<file path="src/logic/dcache_cfg.svh">
// Geometry of the two-way data cache.
// Address and data are both 32 bits; lines are 32 bytes.
// The way count is fixed at two, and tag ops pick the way with the
// lowest tag bit of the address.
`ifndef DCACHE_CFG_SVH
`define DCACHE_CFG_SVH

// address and data width
`define DC_ADDR_W 32

// byte offset inside a line in bits 4:0
`define DC_OFF_W 5

// line index in bits 13:5
`define DC_IDX_W 9

// tag in bits 31:14
`define DC_TAG_W 18

// data array word index in bits 13:2
`define DC_WIDX_W 12

`define DC_WAYS 2
`define DC_WAY_BIT (`DC_OFF_W + `DC_IDX_W)
`define DC_LINES (1 << `DC_IDX_W)
`define DC_WORDS (1 << `DC_WIDX_W)

`endif

</file>
<file path="src/logic/dcache_pkg.sv">
// Types shared by the data cache blocks.
// Opcode values keep the fixed cache encoding; codes that are not
// listed act as a no-op that never returns a response.
`include "dcache_cfg.svh"

package dcache_pkg;

  typedef enum logic [3:0] {
    DC_OP_LD    = 4'h0,
    DC_OP_ST    = 4'h1,
    DC_OP_TAGST = 4'h2,
    DC_OP_TAGLV = 4'h4,
    DC_OP_TAGLA = 4'h5,
    // idles the result stage
    DC_OP_NOP   = 4'hf
  } dc_op_e;

  typedef enum logic [1:0] {
    DC_SZ_BYTE = 2'd0,
    DC_SZ_HALF = 2'd1,
    DC_SZ_WORD = 2'd2
  } dc_size_e;

  // one request as it travels down the pipe
  typedef struct packed {
    dc_op_e                op;
    dc_size_e              size;
    logic                  sigext;
    logic [`DC_ADDR_W-1:0] addr;
    logic [`DC_ADDR_W-1:0] data;
  } dc_req_s;

  typedef struct packed {
    logic                 valid;
    logic [`DC_TAG_W-1:0] tag;
  } dc_tag_s;

  // both ways of one line with way1 on top
  typedef struct packed {
    dc_tag_s way1;
    dc_tag_s way0;
  } dc_tag_pair_s;

endpackage

</file>
<file path="src/logic/dcache_lookup.sv">
// Combinational tag-lookup stage logic.
// Hits are reported for every op; the top only acts on them for
// LD and ST. Both ways may hit at once, and later stages then
// prefer way1.
// Tag ops pick the way with address bit 14, not by compare.
`timescale 1ns/1ps
`include "dcache_cfg.svh"

module dcache_lookup (
  input  dcache_pkg::dc_req_s      req_i,
  input  dcache_pkg::dc_tag_pair_s tags_i,
  output logic                     hit0_o,
  output logic                     hit1_o,
  output logic [`DC_ADDR_W-1:0]    tagop_val_o
);
  import dcache_pkg::*;

  logic [`DC_TAG_W-1:0] addr_tag;
  logic [`DC_IDX_W-1:0] addr_idx;
  logic                 way_sel;
  dc_tag_s              sel_tag;

  assign addr_tag = req_i.addr[`DC_WAY_BIT +: `DC_TAG_W];
  assign addr_idx = req_i.addr[`DC_OFF_W +: `DC_IDX_W];
  assign way_sel  = req_i.addr[`DC_WAY_BIT];

  assign hit0_o = tags_i.way0.valid && (tags_i.way0.tag == addr_tag);
  assign hit1_o = tags_i.way1.valid && (tags_i.way1.tag == addr_tag);

  // explicit way for TAGLV / TAGLA
  assign sel_tag = way_sel ? tags_i.way1 : tags_i.way0;

  always_comb begin
    case (req_i.op)
      DC_OP_TAGLV: begin
        tagop_val_o = {{(`DC_ADDR_W-1){1'b0}}, sel_tag.valid};
      end
      DC_OP_TAGLA: begin
        // rebuild the line address with zero offset bits
        tagop_val_o = {sel_tag.tag, addr_idx, {`DC_OFF_W{1'b0}}};
      end
      default: begin
        tagop_val_o = '0;
      end
    endcase
  end

endmodule

</file>
<file path="config.mk">
export PLATFORM = sky130hd
export DESIGN_NAME = dcache_lookup
export DESIGN_NICKNAME = d
export VERILOG_FILES = /design/src/logic/dcache_pkg.sv /design/src/logic/dcache_lookup.sv
export VERILOG_INCLUDE_DIRS = /design/src /design/src/logic
export SDC_FILE = /design/constraint.sdc
export NUM_CORES = 1
export LEC_CHECK = 0
export ABC_AREA = 1
export ABC_CLOCK_PERIOD_IN_PS = 1120
export BUFFER_PORTS_ARGS = -buffer_cell sky130_fd_sc_hd__buf_2
export CAP_MARGIN = 15
export CORE_ASPECT_RATIO = 1.2
export CORE_UTILIZATION = 37
export DETAILED_ROUTE_END_ITERATION = 10
export PLACE_DENSITY = 0.95
export SYNTH_ARGS = -nofsm -noshare
export SYNTH_HDL_FRONTEND = slang
export SYNTH_SLANG_ARGS = --single-unit
export TNS_END_PERCENT = 100
</file>
<file path="constraint.sdc">
create_clock -name vclk -period 1.12
set_input_delay 0.056 -clock vclk [all_inputs]
set_output_delay 0.056 -clock vclk [all_outputs]
set_load 0.05 [all_outputs]
</file>
---- Word level (Yosys, flattened, before mapping) ----
Index checks and enable logic that the tools add are counted.
storage, ports and cells
  register bits ........................... 0
  bits in latches ......................... 0
  memory bits (writable) .................. 0
  memory bits (read-only) ................. 0
  bits of input ports ..................... 109
  logic and storage cells ................. 8
  memories ................................ 0
operators by class
  $add $sub $neg .......................... 0
  $mul .................................... 0
  divide/modulo/power cells ............... 0
  $lt $le $gt $ge ......................... 0
  eq/ne operators ......................... 4
  shift-type cells ........................ 0
  multiplexer cells ....................... 2
  bitwise gates (word level) .............. 0
  reductions and logical operators ........ 2
operators with widths
  kind                number
  $pmux 32 s2         1
  $eq 18x18->1        2
  $mux 19             1
  $eq 4x3->1 const B  2
  $logic_and 1x1->1   2

---- Longest topological paths before layout ----
Gate-level depths: netlist of run 1.
  depth in word-level cells ............... 2
  mapped depth ............................ 8
  gate-level depth less buffers ........... 8

---- Least setup slack after synthesis of run 1 ----
OpenSTA, ideal clock, no wires.
  path kind ............................... input-to-output
  start point ............................. input port req_i[46] (netlist bit)
  end point ............................... output port tagop_val_o[0]
  arrival ................................. 1,233 ps
  slack ................................... -169 ps
  stages on the path ...................... 4
  buffers on the path ..................... 1
  cell sequence ........................... inv_1 -> buf_6 -> nor2_1 -> nor4_2
on the way
  cells in the longest elaborated chain, start to end .. 2
RTL lines
  item                RTL line             source
  start: declaration  dcache_lookup.sv:10  input dcache_pkg::dc_req_s req_i,
  $mux 19             dcache_lookup.sv:31  assign sel_tag = way_sel ? tags_i.way1 : tags_i.way0;
  $pmux 32 s2         dcache_lookup.sv:34  case (req_i.op)
  end: declaration    dcache_lookup.sv:14  output logic [`DC_ADDR_W-1:0] tagop_val_o
Every way passes these cells.

---- Final worst setup path of run 1 ----
  start point ............................. input port req_i[46] (netlist bit)
  end point ............................... output port hit0_o
on the way
  cells in the longest elaborated chain, start to end .. 2
RTL lines
  item               RTL line             source
  $eq 18x18->1       dcache_lookup.sv:27  assign hit0_o = tags_i.way0.valid && (tags_i.way0.tag == addr_tag);
  $logic_and 1x1->1  dcache_lookup.sv:27
  end: declaration   dcache_lookup.sv:12  output logic hit0_o,
Every way passes these cells.

==> flow_summary.ini, run 1 <==
[status]
status = completed

[placement]
port_buffers = 99
dpl_worst_slack_ns = -0.0299
place_hpwl_mm = 3.10
gp_congestion = 0.821

[yosys]
yosysWarningCount = 0
syn_area_per_cell_um2 = 4.93
synth_seq_area_share = 0
syn_area_um2 = 1140
synth_cell_types = 24
syn_inst = 232

[cells_and_area]
post-route-util = 0.600
n_clock_buffer = 0
antennaDiodeCount = 0
nFillCells = 299
regArea_um2 = 0
seq_cells = 0
layout_common_cells = buf_2 (92), nand2_1 (88), inv_1 (47), nor2_1 (21)
final_common_cell = buf_2
finalNetCount = 442
synthToLayoutAreaGrowth_pct = 50.3
drive_gt1_frac = 0.411

[global_routing]
antenna_found_initial = 0
grt_pass1_vias = 1491
track_usage = 0.211
grt_max_degree = 17
overflow = 0
grt_pass1_wl_mm = 5.67

[sta]
rsz0062_at_grt = false
fin_tns_setup_ns = 0
hold_viol = 0
finalCritPeriodShare = 0.922
setup_ws_ns = 0.0875
timing.final.max_slew_violations = 0
setup_viol = 0
clock.fmax_ghz = 0.969
fin_crit_ns = 1.03

[min_path]
min_path_type = in2out

[critical_path]
crit_path_max_incr_delay_ns = 0.20
worstPathArrival_ns = 0.98
path_delay_family = buffers and inverters
path_max_fanout = 8
cp-start-kind = primary input
critical_path_class = in2out
path_cells = buf_2 -> inv_2 -> a21boi_2 -> nand2_1 -> nor2_1 -> nand3_1 -> nor2_2 -> buf_4
cp-end-kind = output port
crit_buf_inv = 3
critPathSlowestCell = buf_4
cp.required_ns = 1.06

[power_and_ir_drop]
leakage_uw = 0.00112
intPower_uw = 235
power.switching_uw = 354
power_density_nw_per_um2 = 343
comb_power_share = 1.000
swShare = 0.601
irDropWorstVdd_mv = 0.186
clockPowerShare = 0
seqPwrFrac = 0

[routing]
via_count = 1628
first_pass_iters = 4
wirelength_mm = 3.53
ant_nets = 0
wl_per_cell_um = 9.67
viasPerCell = 4.46
drt-initial-drc-count = 57
drc_errors = 0

[floorplan]
die_h_um = 62.9
fp.dieArea_um2 = 3320
core_area_um2 = 2860
die_w_um = 52.8
start_util = 0.399
num_rows = 21
ios = 143

[run]
max_cap_viol_count = 0

[clock_tree]
postCtsSetupRepairBufs = 0
## cells in the mapped netlist (all sizes together)
cell type	number	area, um2
nand2	98	393
inv	49	184
nor2	26	103
a21oi	18	128
buf	10	101
xnor2	10	87.6
o21ai	6	30.0
nand3	5	37.5
a21boi	2	18.8
o211ai	2	15.0
or2	2	12.5
xor2	2	17.5
conb	1	3.75
nor4	1	12.5
## power by group through the flow
stage	logic [uW]	registers (uW)	clock network (uW)
floorplan	364	0	0
global placement	575	0	0
detailed placement	587	0	0
CTS	589	0	0
global route	655	0	0
finish	589	0	0
## timing repair
item | in CTS | in global routing
pin swaps | 0 | 0
endpoints found under the setup margin | 1 | 12
hold buffers | 0 | 0
resized for setup | 1 | 10
## stage by stage
step / cell area [um2] / total power (uW) / hold slack, ns / cells
after floorplan: 1170 / 364 / 0.179 / 235
after global placement: 1700 / 575 / 0.472 / 365
after detailed placement: 1700 / 587 / 0.475 / 365
after CTS: 1700 / 589 / 0.477 / 365
after global routing: 1720 / 655 / 0.485 / 365
final: 1720 / 589 / 0.475 / 365
## tightest hold or removal path, cell delays in order
cell and delay (ns):
buf_2 0.09, inv_1 0.04, nor2_1 0.03, buf_2 0.20
## cells by family (layout without fill, tap and decap cells)
logic type      after synthesis  after routing  synth area share
compound gates               28             28             0.167
buf+inv                      59            155             0.249
other cells                   1              4           0.00328
xor+xnor                     12             12            0.0919
simple gates                132            132             0.488
## cell type report
type                       instances  area, um2  area share
timing repair buffer             106        607       0.353
multi-input combinational        176        886       0.515
tap                               34       42.5      0.0247
inverter                          49        184       0.107
## metal layers
metal  vias to the layer above  track usage  part of all wire
met3                         2       0.0219             0.074
met4                         0       0.0132            0.0054
met2                        74        0.418              0.52
met5                         -            0                 0
met1                       679        0.239              0.40
li1                        873            -                 -
## path summary, 6_finish.rpt
check | cells after the start | slack, ns | start | end
worst min-delay path | 4 | 0.48 | req_i[41] | tagop_val_o[9]
worst max-delay path | 8 | 0.09 | req_i[46] | hit0_o
Note: power is estimated with default switching activity, not from simulation.
==> inputs of run 2 (changes only) <==
Settings changed: BUFFER_PORTS_ARGS -buffer_cell sky130_fd_sc_hd__buf_2 to default, CORE_AREA from default to 2 2 56 58, CORE_ASPECT_RATIO 1.2 to default, CORE_UTILIZATION 37 to default, DIE_AREA from default to 0 0 58 60, DONT_BUFFER_PORTS from default to 1, PLACE_DENSITY 0.95 to 0.65.
==> run 2 against run 1 <==
Against the previous run: maximum frequency grew 12%; combinational power shrank 29%; clock-buffer cell count stayed put; non-clock buffer count decreased by 72; power shrank 29%; global-route usage decreased by 2.7 points; final cell count shrank 20%; worst hold slack worse by 0.20 ns; largest power group unchanged.
==> flow_summary.ini, run 2 (same netlist as run 1, synthesis figures left out) <==
[clock_tree]
ctsResizeCount = 0
postCtsSetupRepairBufs = 0
holdBufCountCts = 0

[critical_path]
cp-start-kind = primary input
path_max_fanout = 22
worstPathArrival_ns = 0.87
critical_path_class = in2out
cp-end-kind = output port
cp.required_ns = 1.06

[placement]
gp_congestion = 0.803
place_hpwl_mm = 3.03
dpl_worst_slack_ns = 0.191
dp.cells = 292
port_buffers = 0

[sta]
timing.final.max_slew_violations = 0
rsz0062_at_grt = false
setup_viol = 0
fin_crit_ns = 0.925
fin_hold_ws_ns = 0.279
hold_viol = 0
clock.fmax_ghz = 1.08
setup_ws_ns = 0.195
finalCritPeriodShare = 0.826

[global_routing]
antenna_found_initial = 0
grt_pass1_wl_mm = 5.13
overflow = 0
grt_pass1_vias = 1224
grt_max_degree = 23
track_usage = 0.184

[routing]
drc_errors = 0
drt-initial-drc-count = 34
viasPerCell = 4.64
wirelength_mm = 3.38
wl_per_cell_um = 11.6
ant_nets = 0
via_count = 1356
first_pass_iters = 4

[floorplan]
core_area_um2 = 2900
fp.dieArea_um2 = 3480
die_w_um = 58
ios = 143
start_util = 0.394
die_h_um = 60
num_rows = 20

[cells_and_area]
stdcell_count = 292
layout_common_cells = nand2_1 (88), inv_1 (48), nor2_1 (21), buf_4 (21), buf_12 (13)
seq_cells = 0
drive_gt1_frac = 0.243
antennaDiodeCount = 0
n_clock_buffer = 0
final_common_cell = nand2_1
regArea_um2 = 0
finalNetCount = 370
synthToLayoutAreaGrowth_pct = 33.7

[status]
status = completed

[power_and_ir_drop]
power_density_nw_per_um2 = 275
leakage_uw = 0.000850
power_uw = 420
irDropWorstVdd_mv = 0.155

[min_path]
min_path_cells = 2
min_path_type = in2out

[run]
max_cap_viol_count = 0
-- run 2: path summary, 6_finish.rpt --
| path | from | endpoint | slack, ns |
|---|---|---|---|
| worst max-delay path | req_i[46] | tagop_val_o[30] | 0.20 |
| worst min-delay path | req_i[67] | tagop_val_o[0] | 0.28 |
-- run 2: where the power goes --
part	switching [uW]	total, uW	internal (uW)
Sequential	0	0	0
Combinational	256	420	165
Clock	0	0	0
Total	256	420	165
-- run 2: cell type report --
cell class                      count  area [um2]
Timing Repair Buffer               34         418
Inverter                           49         184
Tap cell                           33        41.3
Fill cell                         298        1370
Multi-Input combinational cell    176         886
-- run 2: routing by layer --
| metal | global-route usage | vias up | wire (um) |
|---|---|---|---|
| li1 | - | 724 | - |
| met1 | 0.232 | 562 | 1320 |
| met2 | 0.331 | 70 | 1640 |
| met3 | 0.0519 | 0 | 422 |
| met4 | 0 | 0 | 0 |
| met5 | 0 | - | 0 |
-- run 2: stage by stage --
step	instance area (um2)	setup TNS, ns	util
CTS	1530	0	0.527
finish	1530	0	0.527
global placement	1530	0	0.527
detailed placement	1530	0	0.527
floorplan	1170	-0.988	-
global route	1530	0	0.527
-- run 2: critical path, stage by stage --
cell and delay, ns:
inv_1 0.15, buf_4 0.23, nand2_2 0.07, a21oi_2 0.19, buf_12 0.16
