## config.mk

```make
export PLATFORM = sky130hd
export DESIGN_NAME = dcache_load_align
export DESIGN_NICKNAME = d
export VERILOG_FILES = /design/src/logic/dcache_pkg.sv /design/src/logic/dcache_load_align.sv
export VERILOG_INCLUDE_DIRS = /design/src /design/src/logic
export SDC_FILE = /design/constraint.sdc
export NUM_CORES = 1
export LEC_CHECK = 0
export ABC_CLOCK_PERIOD_IN_PS = 3690
export BUFFER_PORTS_ARGS = -buffer_cell sky130_fd_sc_hd__buf_2
export CAP_MARGIN = 30
export CORE_MARGIN = 8
export CORE_UTILIZATION = 34
export DETAILED_ROUTE_END_ITERATION = 12
export GPL_TIMING_DRIVEN = 0
export PLACE_DENSITY = 0.9
export SYNTH_ARGS = -nofsm -noshare
export SYNTH_HDL_FRONTEND = slang
export SYNTH_SLANG_ARGS = --single-unit
```

## constraint.sdc

```tcl
create_clock -name vclk -period 3.69
set_input_delay 0.738 -clock vclk [all_inputs]
set_output_delay 0.738 -clock vclk [all_outputs]
set_load 0.1 [all_outputs]
```

## src/logic/dcache_cfg.svh

```systemverilog
// Geometry of the two-way data cache.
// Address and data are both 32 bits; lines are 32 bytes.
// The way count is fixed at two, and tag ops pick the way with the
// lowest tag bit of the address.
`ifndef DCACHE_CFG_SVH
`define DCACHE_CFG_SVH

// address and data width
`define DC_ADDR_W 32

// byte offset inside a line in bits 4:0
`define DC_OFF_W 5

// line index in bits 13:5
`define DC_IDX_W 9

// tag in bits 31:14
`define DC_TAG_W 18

// data array word index in bits 13:2
`define DC_WIDX_W 12

`define DC_WAYS 2
`define DC_WAY_BIT (`DC_OFF_W + `DC_IDX_W)
`define DC_LINES (1 << `DC_IDX_W)
`define DC_WORDS (1 << `DC_WIDX_W)

`endif

```

## src/logic/dcache_pkg.sv

```systemverilog
// Types shared by the data cache blocks.
// Opcode values keep the fixed cache encoding; codes that are not
// listed act as a no-op that never returns a response.
`include "dcache_cfg.svh"

package dcache_pkg;

  typedef enum logic [3:0] {
    DC_OP_LD    = 4'h0,
    DC_OP_ST    = 4'h1,
    DC_OP_TAGST = 4'h2,
    DC_OP_TAGLV = 4'h4,
    DC_OP_TAGLA = 4'h5,
    // idles the result stage
    DC_OP_NOP   = 4'hf
  } dc_op_e;

  typedef enum logic [1:0] {
    DC_SZ_BYTE = 2'd0,
    DC_SZ_HALF = 2'd1,
    DC_SZ_WORD = 2'd2
  } dc_size_e;

  // one request as it travels down the pipe
  typedef struct packed {
    dc_op_e                op;
    dc_size_e              size;
    logic                  sigext;
    logic [`DC_ADDR_W-1:0] addr;
    logic [`DC_ADDR_W-1:0] data;
  } dc_req_s;

  typedef struct packed {
    logic                 valid;
    logic [`DC_TAG_W-1:0] tag;
  } dc_tag_s;

  // both ways of one line with way1 on top
  typedef struct packed {
    dc_tag_s way1;
    dc_tag_s way0;
  } dc_tag_pair_s;

endpackage

```

## src/logic/dcache_load_align.sv

```systemverilog
// Combinational result-stage data path.
// Way1 wins whenever it hits, otherwise way0 is used.
// A load miss gives miss_o high with zero data; there is no refill.
// Ops other than LD, TAGLV and TAGLA drive zero on both outputs.
`timescale 1ns/1ps
`include "dcache_cfg.svh"

module dcache_load_align (
  input  dcache_pkg::dc_req_s        req_i,
  input  logic [2*`DC_ADDR_W-1:0]    rdata_i,
  input  logic                       hit0_i,
  input  logic                       hit1_i,
  input  logic [`DC_ADDR_W-1:0]      tagop_val_i,
  output logic [`DC_ADDR_W-1:0]      data_o,
  output logic                       miss_o
);
  import dcache_pkg::*;

  logic [`DC_ADDR_W-1:0] word_sel;
  logic [15:0]           half_sel;
  logic [7:0]            byte_sel;
  logic                  no_hit;

  assign word_sel = hit1_i ? rdata_i[2*`DC_ADDR_W-1:`DC_ADDR_W] : rdata_i[`DC_ADDR_W-1:0];
  assign half_sel = req_i.addr[1] ? word_sel[31:16] : word_sel[15:0];
  assign byte_sel = word_sel[8*req_i.addr[1:0] +: 8];
  assign no_hit   = !hit0_i && !hit1_i;

  always_comb begin
    data_o = '0;
    miss_o = 1'b0;
    case (req_i.op)
      DC_OP_LD: begin
        miss_o = no_hit;
        if (!no_hit) begin
          case (req_i.size)
            DC_SZ_BYTE: begin
              data_o = {{(`DC_ADDR_W-8){req_i.sigext & byte_sel[7]}}, byte_sel};
            end
            DC_SZ_HALF: begin
              data_o = {{(`DC_ADDR_W-16){req_i.sigext & half_sel[15]}}, half_sel};
            end
            default: begin
              data_o = word_sel;
            end
          endcase
        end
      end
      DC_OP_TAGLV, DC_OP_TAGLA: begin
        data_o = tagop_val_i;
      end
      default: begin
        data_o = '0;
      end
    endcase
  end

endmodule

```

# Word-level counts from Yosys, hierarchy flattened
# Index checks and enable logic that the tools add are counted.
[word_totals] ff_bits=0 input_bits=169 out_inout_bits=33
[op_classes] n_eq_ne=3 n_shift=1 n_mux=6 bitwise=2 n_reduce_logical=6
[op_table] cell="one-hot mux 32 bit (2 select lines)" count=2
[op_table] cell="2-to-1 mux 32 bit" count=2
[op_table] cell="indexed part select 32 x 6 -> 8 bit" count=1
[op_table] cell="2-to-1 mux 16 bit" count=1
[op_table] cell="== test 4 x 3 -> 1 bit (second input constant)" count=2
[op_table] cell="logical NOT 4 bit" count=1
[op_table] cell="bitwise AND 1 bit" count=2
[op_table] cell="== test 2 x 1 -> 1 bit (second input constant)" count=1
[op_table] cell="logical NOT 1 bit" count=2
[op_table] cell="logical NOT 2 bit" count=1
[op_table] cell="OR reduction 2 bit" count=1
[op_table] cell="logical AND 1 bit" count=1
[op_table] cell="2-to-1 mux 1 bit" count=1

# Logic depth before layout (Yosys ltp)
# Gate-level depths: netlist of the first run.
[logic_depth] ltp_word=6 depth_mapped=7 depth_no_buf=4

# Least setup slack after synthesis of the first run
# No wires, ideal clock.
[synth_timing] path_type="input to output" startpoint="in req_i[65] in the netlist's numbering" endpoint="out data_o[0]" t_arrival_ps=3900 t_required_ps=2952 path_slack_ps=-948 path_stages=6 n_path_buf=2 cell_sequence="clkbuf_1 > nand2b_1 > clkbuf_1 > a21oi_1 > o21a_1 > o21ai_0"
[synth_via] elab_chain_cells=4 elab_cells_between_ends=5 classes_between="1 x eq/ne; 3 x mux; 1 x reduce/logical"
[synth_rtl] item="start: declaration" line="dcache_load_align.sv:9" rtl="input dcache_pkg::dc_req_s req_i,"
[synth_rtl] item="== test 2 x 1 -> 1 bit or logical NOT 2 bit (tied branches)" line="dcache_load_align.sv:36" rtl="case (req_i.size)"
[synth_rtl] item="one-hot mux 32 bit (2 select lines) *" line="dcache_load_align.sv:36"
[synth_rtl] item="2-to-1 mux 32 bit *" line="dcache_load_align.sv:35" rtl="if (!no_hit) begin"
[synth_rtl] item="one-hot mux 32 bit (2 select lines) *" line="dcache_load_align.sv:32" rtl="case (req_i.op)"
[synth_rtl] item="end: declaration" line="dcache_load_align.sv:14" rtl="output logic [`DC_ADDR_W-1:0] data_o,"
# Every way passes the cells marked *; elsewhere a longest branch is shown, timed or not.

# Worst setup path after layout of the first run
[layout_timing] startpoint="in req_i[69] in the netlist's numbering" endpoint="out data_o[17]"
[layout_via] elab_chain_cells=3 elab_cells_between_ends=5 classes_between="2 x eq/ne; 1 x mux; 2 x reduce/logical"
[layout_rtl] item="== test 4 x 3 -> 1 bit" line="dcache_load_align.sv:32"
[layout_rtl] item="OR reduction 2 bit" line="dcache_load_align.sv:32"
[layout_rtl] item="one-hot mux 32 bit (2 select lines) *" line="dcache_load_align.sv:32"
# Marked as above.

==> flow_results.org, run 1 <==
** Global route
- Total global routing overflow :: 0
- In the global route stage, met1 resource usage came out at 0.239.
- Number of global-route vias before repair :: 2,199
- Overall routing resource usage :: 0.198
- Antenna violations before repair :: 0
- Met3 Use GR :: 0.0580
- The layer flagged by global routing as most heavily used is met2.
- For this run, global-route usage on met2 was measured as 0.334.
- Largest net degree at the start of global routing :: 11
- The first global-routing pass estimated 10,500 um of wire.

** Yosys
- Post-Syn Area per Cell :: 8.63 um2
- Yosys printed 0 warnings.
- Post-synthesis instance area :: 0.00140 mm2
- Of the synthesized area, sequential elements account for 0.
- Unique cell type count in the Yosys netlist :: 33
- When the netlist entered floorplanning its net count stood at 331.
- Post-synthesis instance total :: 162

** STA
- Derived from the worst setup path, the maximum achievable clock frequency is 0.280 GHz.
- The final-report max-slew violation count was 0.
- Max-Slew Margin vs Limit :: 0.608
- Pin slew with the least headroom to its limit :: 0.582 ns
- Setup repair after global routing left no endpoint under its margin.
- Setup WS post-layout :: 0.119 ns
- Number of setup violations in the final report :: 0
- The number of hold-slack violations in the final timing report came to 0.
- For the finished layout, the period the worst path requires is 3.57 ns.
- Tcrit/Tclk final :: 0.968

** Drt
- Before antenna repair, the detailed router went through 5 iterations.
- Dividing the detail-routed wire length by the instance count gives 19.8 um.
- Number of design-rule violations left by the first detailed-router iteration :: 214
- Vias :: 2,054
- DRC errors left :: 0
- The detail route stage leaves a number of antenna-violating nets equal to 0.
- Wires add up to 6950 um.
- Vias per std cell :: 5.84

** Floorplan
- The floorplan step set the die height to 80.1 um.
- Pin placement for this block handled 202 I/O pins.
- Die span in x :: 80.1 um
- Effective utilization at floorplan :: 0.352
- The floorplan step defined a core boundary enclosing 0.00397 mm2.
- The floorplan has 23 rows.
- The floorplan step defined a die boundary enclosing 0.00642 mm2.

** Cells and area
- Antenna Diode Count :: 0
- Net count of the finished layout :: 473
- In the layout the commonest cells are buf_2, mux2i_1, mux2_2.
- Most common cell after layout, fill and taps aside :: buf_2
- After layout, the clock buffer instance count stands at 0.
- Area of all sequential standard cells :: 0 um2
- The count of cells in the finished layout, fillers not included, comes to 352.
- Of the cells placed in the final design, the portion with a size suffix greater than 1 is 0.646.
- The final layout contains a sequential cell count of 0.
- Post-synthesis to final-layout area growth :: 61.7%
- Fillers :: 374
- Once layout is complete, the utilization of the core stands at 0.569.

** Critical path
- By startpoint and endpoint, the worst setup path is classified as in -> out.
- In this design, the stage delay of the slowest critical-path cell is 0.57 ns.
- Family with the most delay on the worst path :: simple AND/OR/NAND/NOR gates
- Counting both buffers and inverters, the worst setup path holds a total of 4.
- The cell that appears most often on the critical path is buf_2.
- In this run the worst path has a maximum fanout of 8.
- Data on the critical path arrives at its endpoint at 2.83 ns.
- Data required time of the critical path :: 2.95 ns
- Critical path's slowest cell :: or4_4
- The critical path crosses 8 cells after its start point.
- Critical path capture point type :: output port
- Cell-by-cell listing of the critical path :: buf_2 > or4_4 > or2_0 > buf_2 > nor4b_4 > buf_4 > a221o_1 > buf_2
- Critical path startpoint :: req_i[69]
- STA classifies the critical path startpoint as an input port.

** Place
- Post-detail-place hpwl :: 5940 um
- Placement-stage worst setup slack :: -0.0758 ns
- Cell Count Post-Placement :: 350
- Placer congestion estimate :: 0.884
- Input and output buffers added on the ports amount to 138.

** Power and ir drop
- VDD sags by at most 0.0774 mV.
- Summed over all cells, the static leakage comes to 1.11 nW.
- Power density over the cells :: 149 mW/mm2

** Hold path
- The min-delay analysis places its worst path in the category in -> out.
- In this run the most critical hold path is launched from hit0_i.
- Worst hold path stage count :: 3

** Run
- Max Cap Viol :: 0

** CTS
- Hold_buf cts :: 0

** Outcome
- The flow ran to the end, and the final reports show no timing, DRC or antenna violations.
where the power goes:
part / total, mW / switching (mW) / internal (mW)
Sequential: 0 / 0 / 0
Clock: 0 / 0 / 0
Combinational: 0.337 / 0.212 / 0.125
synth_stat cells, drive strengths merged (2+ instances only):
cell	n	area share
mux2i	19	0.14
mux2	17	0.14
a221o	16	0.12
a22oi	15	0.081
clkbuf	14	0.038
a21oi	9	0.032
mux4	9	0.15
a221oi	8	0.050
nand2	8	0.021
nand4b	8	0.050
buf	7	0.030
o21ai	7	0.025
o21a	6	0.032
nor2	4	0.011
nand2b	2	0.0090
cells by family after synthesis:
family	after synthesis	share of synthesized area
simple gates	30	0.143
mux	45	0.418
buf+inv	22	0.0716
compound gates	65	0.367
final timing paths:
check | end | slack, ns
min | miss_o | 1.90
max | data_o[17] | 0.12
cell type report:
cell class | count | area (um2) | area share
Multi-Input combinational cell | 140 | 1340 | 0.594
Timing Repair Buffer | 140 | 753 | 0.333
Buffer | 21 | 98.8 | 0.0437
Inverter | 1 | 3.75 | 0.00166
Tap cell | 50 | 62.6 | 0.0277
metal layers:
| metal | wire length, um | share of wire |
|---|---|---|
| met1 | 2680 | 0.39 |
| met2 | 3370 | 0.48 |
| met3 | 733 | 0.11 |
| met4 | 169 | 0.024 |
| met5 | 0 | 0 |
per-stage QoR:
stage	power, mW	cell area (um2)	TNS, ns	hold WS [ns]
after floorplan	0.227	1440	-4.09	1.66
after global placement	0.323	2190	-0.627	1.90
after detailed placement	0.328	2190	-0.669	1.90
after CTS	0.332	2220	0	1.90
after global routing	0.356	2260	0	1.90
final	0.337	2260	0	1.90
timing repair:
action / 4_1_cts / 5_1_grt
buffers inserted: 0 / 2
resized for setup: 11 / 13
pin swaps: 0 / 2
endpoints found under the setup margin: 13 / 25
(Power assumes the default switching activity.)
==> run 2, diff against run 1 <==
ABC_AREA = 1   (was not set)
BUFFER_PORTS_ARGS = -buffer_cell sky130_fd_sc_hd__buf_4   (was -buffer_cell sky130_fd_sc_hd__buf_2)
CORE_UTILIZATION = 35   (was 34)
PLACE_DENSITY = 0.91   (was 0.9)
SLEW_MARGIN = 30   (was not set)
==> run 2 against run 1 <==
Global-route usage rose by 0.41 points. Non-clock buffer count fell by 4. Final area up 13%. Core utilization rose by 6.7 points. Synthesized area rose by 4.1%. Worst setup slack better by 0.39 ns. Final cell count up 41%. Critical path type unchanged. Critical endpoint is now data_o[11]. Largest power group unchanged.
==> flow_results.org, run 2 <==
** Outcome
- The run finished with clean final reports.

** CTS
- After clock tree synthesis, the repair step resized 0 gates.
- Hold_buf cts :: 0
- After clock tree synthesis, the setup repair step added 0 buffers.

** Hold path
- Worst Hold Class :: in -> out
- Worst hold endpoint :: miss_o
- In this run the most critical hold path is launched from hit0_i.
- Counting instances, the worst hold path has a depth of 3.

** STA
- The final-report max-slew violation count is 0.
- Max Clk Rate :: 0.315 GHz
- Counting I/O delays and the setup requirement, the final critical path takes 3.18 ns.
- Measured against its own limit, the worst slew margin works out to 0.492.
- Sum of negative setup slack :: 0 ns
- RSZ-0062 raised after global routing :: false
- Final Hold Fails :: 0
- At the pin with the least slew margin, the transition time is 0.761 ns.
- Of the available clock period, the critical path in the final layout requires 0.861.
- Setup violations remaining at the end of the flow were counted as 0.

** Yosys
- Commonest cells in the synthesized netlist :: nand2_1, o211ai_1, nand3_1
- Post-synthesis instance total :: 311
- In this run the cell area of the synthesized design comes to 0.00146 mm2.
- The synthesized design spends more area on one cell type than any other, namely nand2_1.
- A synthesized cell averages 4.68 um2.
- Part of the Yosys area used for sequential elements :: 0
- Library cell with the highest instance count after synthesis :: nand2_1
- For this run, the number of Yosys warnings is 0.
- Area share of the largest cell type after synthesis :: 0.436
- When the netlist entered floorplanning its net count stood at 480.
- After synthesis, the netlist uses 21 different library cells.
- Most area-consuming cells after synthesis :: nand2_1, o211ai_1, nand3_1, a31oi_1, or2_2

** Global route
- The first global-routing pass estimated 11,000 um of wire.
- Overall routing resource usage :: 0.202
- Entering global routing, the biggest net connects 11 pins.
- Global routing finished with a remaining overflow of 0.
- Antenna violations before repair :: 0
- The number of global-route vias before repair was 2,491.

** Place
- Placer congestion estimate :: 0.904
- I/O Buffers :: 136
- Post-detail-place hpwl :: 6060 um
- Cell Count Post-Placement :: 497

** Run
- Across the run, the number of max-cap violations was 0.

** Floorplan
- In this run the standard cell core region covers 0.00400 mm2.
- Die span in x :: 80.5 um
- For this configuration, the core starts out at a cell density of 0.364.
- Die area :: 0.00648 mm2
- In this run the count of I/O pins placed on the die edge is 202.
- Number of core rows :: 23
- Vertical die dimension :: 80.5 um

** Power and ir drop
- For this design the static power due to leakage is 1.49 nW.
- Power Total :: 0.356 mW
- Power density over the cells :: 140 mW/mm2
- Maximum VDD drop :: 0.0667 mV

** Cells and area
- Most used cells in the layout excluding fill and tap cells :: nand2_1, buf_4, o211ai_1
- Number of standard cells in the layout, taps in and fillers out :: 497
- Area of all sequential standard cells :: 0 um2
- The area growth from synthesis to layout is 74.8%.
- Most common cell after layout, fill and taps aside :: nand2_1
- Sequential cells placed in the final layout were counted as 0.
- At the end of the flow, the number of nets in the layout was 618.
- Clock buffers in the final layout number 0.
- Fraction of layout instances using a drive strength above 1 :: 0.387
- Antenna Diode Count :: 0

** Critical path
- Critical Path Fanout Max :: 10
- Type of the worst setup path :: in -> out
- Data on the critical path arrives at its endpoint at 2.44 ns.
- STA puts the critical path data required time at 2.95 ns.
- Critical path capture point type :: output port
- STA classifies the critical path startpoint as an input port.

** Drt
- Dividing the detail-routed wire length by the instance count gives 14.6 um.
- DRC errors left :: 0
- For this run, the detailed router's first-pass iteration total came to 4.
- Summing over every cut layer, the via total after detailed routing is 2,501.
- Number of design-rule violations left by the first detailed-router iteration :: 203
- Dividing the detail-routed via count by the number of cells gives 5.03.
- The routed design has 7230 um of wire.
- Antenna-violating nets left :: 0
## run 2: changes by cell type after synthesis, sizes merged, moves of 8 or more
cell    change
nand2     +164
nand3      +22
o211ai     +21
mux2i      -19
mux2       -17
a221o      -16
a22oi      -15
inv        +15
a31oi      +14
or2        +13
mux4        -9
a221oi      -8
nand4b      -8
## run 2: metal layers
metal	wire, um	global-route usage	vias up
li1	-	-	1286
met1	2940	0.240	1094
met2	3460	0.364	119
met3	812	0.0558	2
met4	19	0.00909	0
met5	0	0	-
## run 2: kinds of logic after synthesis
logic type             synth area share
buffers and inverters             0.125
AND/OR/NAND/NOR                   0.645
AO/OA/AOI/OAI                     0.230
## run 2: worst max-delay path by stage
stage | from | end
2_1_floorplan | hit1_i | miss_o
3_3_place_gp | req_i[70] | data_o[8]
3_5_place_dp | req_i[70] | data_o[11]
4_1_cts | req_i[70] | data_o[11]
5_1_grt | req_i[70] | data_o[10]
6_report | req_i[70] | data_o[11]
## run 2: layout make-up
class                      instances  area (um2)
fill                             411        1460
multi-input combinational        274        1280
timing repair buffer             136        1020
buffer                            21         119
inverter                          16        62.6
tap                               50        62.6
## run 2: critical path, cell delays in order
cell and delay [ns]:
buf_4 0.11, nor3b_1 0.64, clkbuf_1 0.45, nand2_1 0.11, nand2_1 0.09, buf_4 0.28
## run 2: report_power, final
part	switching, mW	leakage (nW)	internal (mW)	total [mW]
combinational	0.220	1.49	0.136	0.356
sequential	0	0	0	0
clock	0	0	0	0
## run 2: through the flow
step	setup WS (ns)	util	hold WS (ns)	area [um2]
5_1_grt	0.337	0.636	1.83	2540
4_1_cts	0.527	0.636	1.83	2540
6_report	0.512	0.636	1.82	2540
3_3_place_gp	0.546	0.636	1.82	2540
3_5_place_dp	0.541	0.636	1.83	2540
2_1_floorplan	0.587	-	1.66	1460
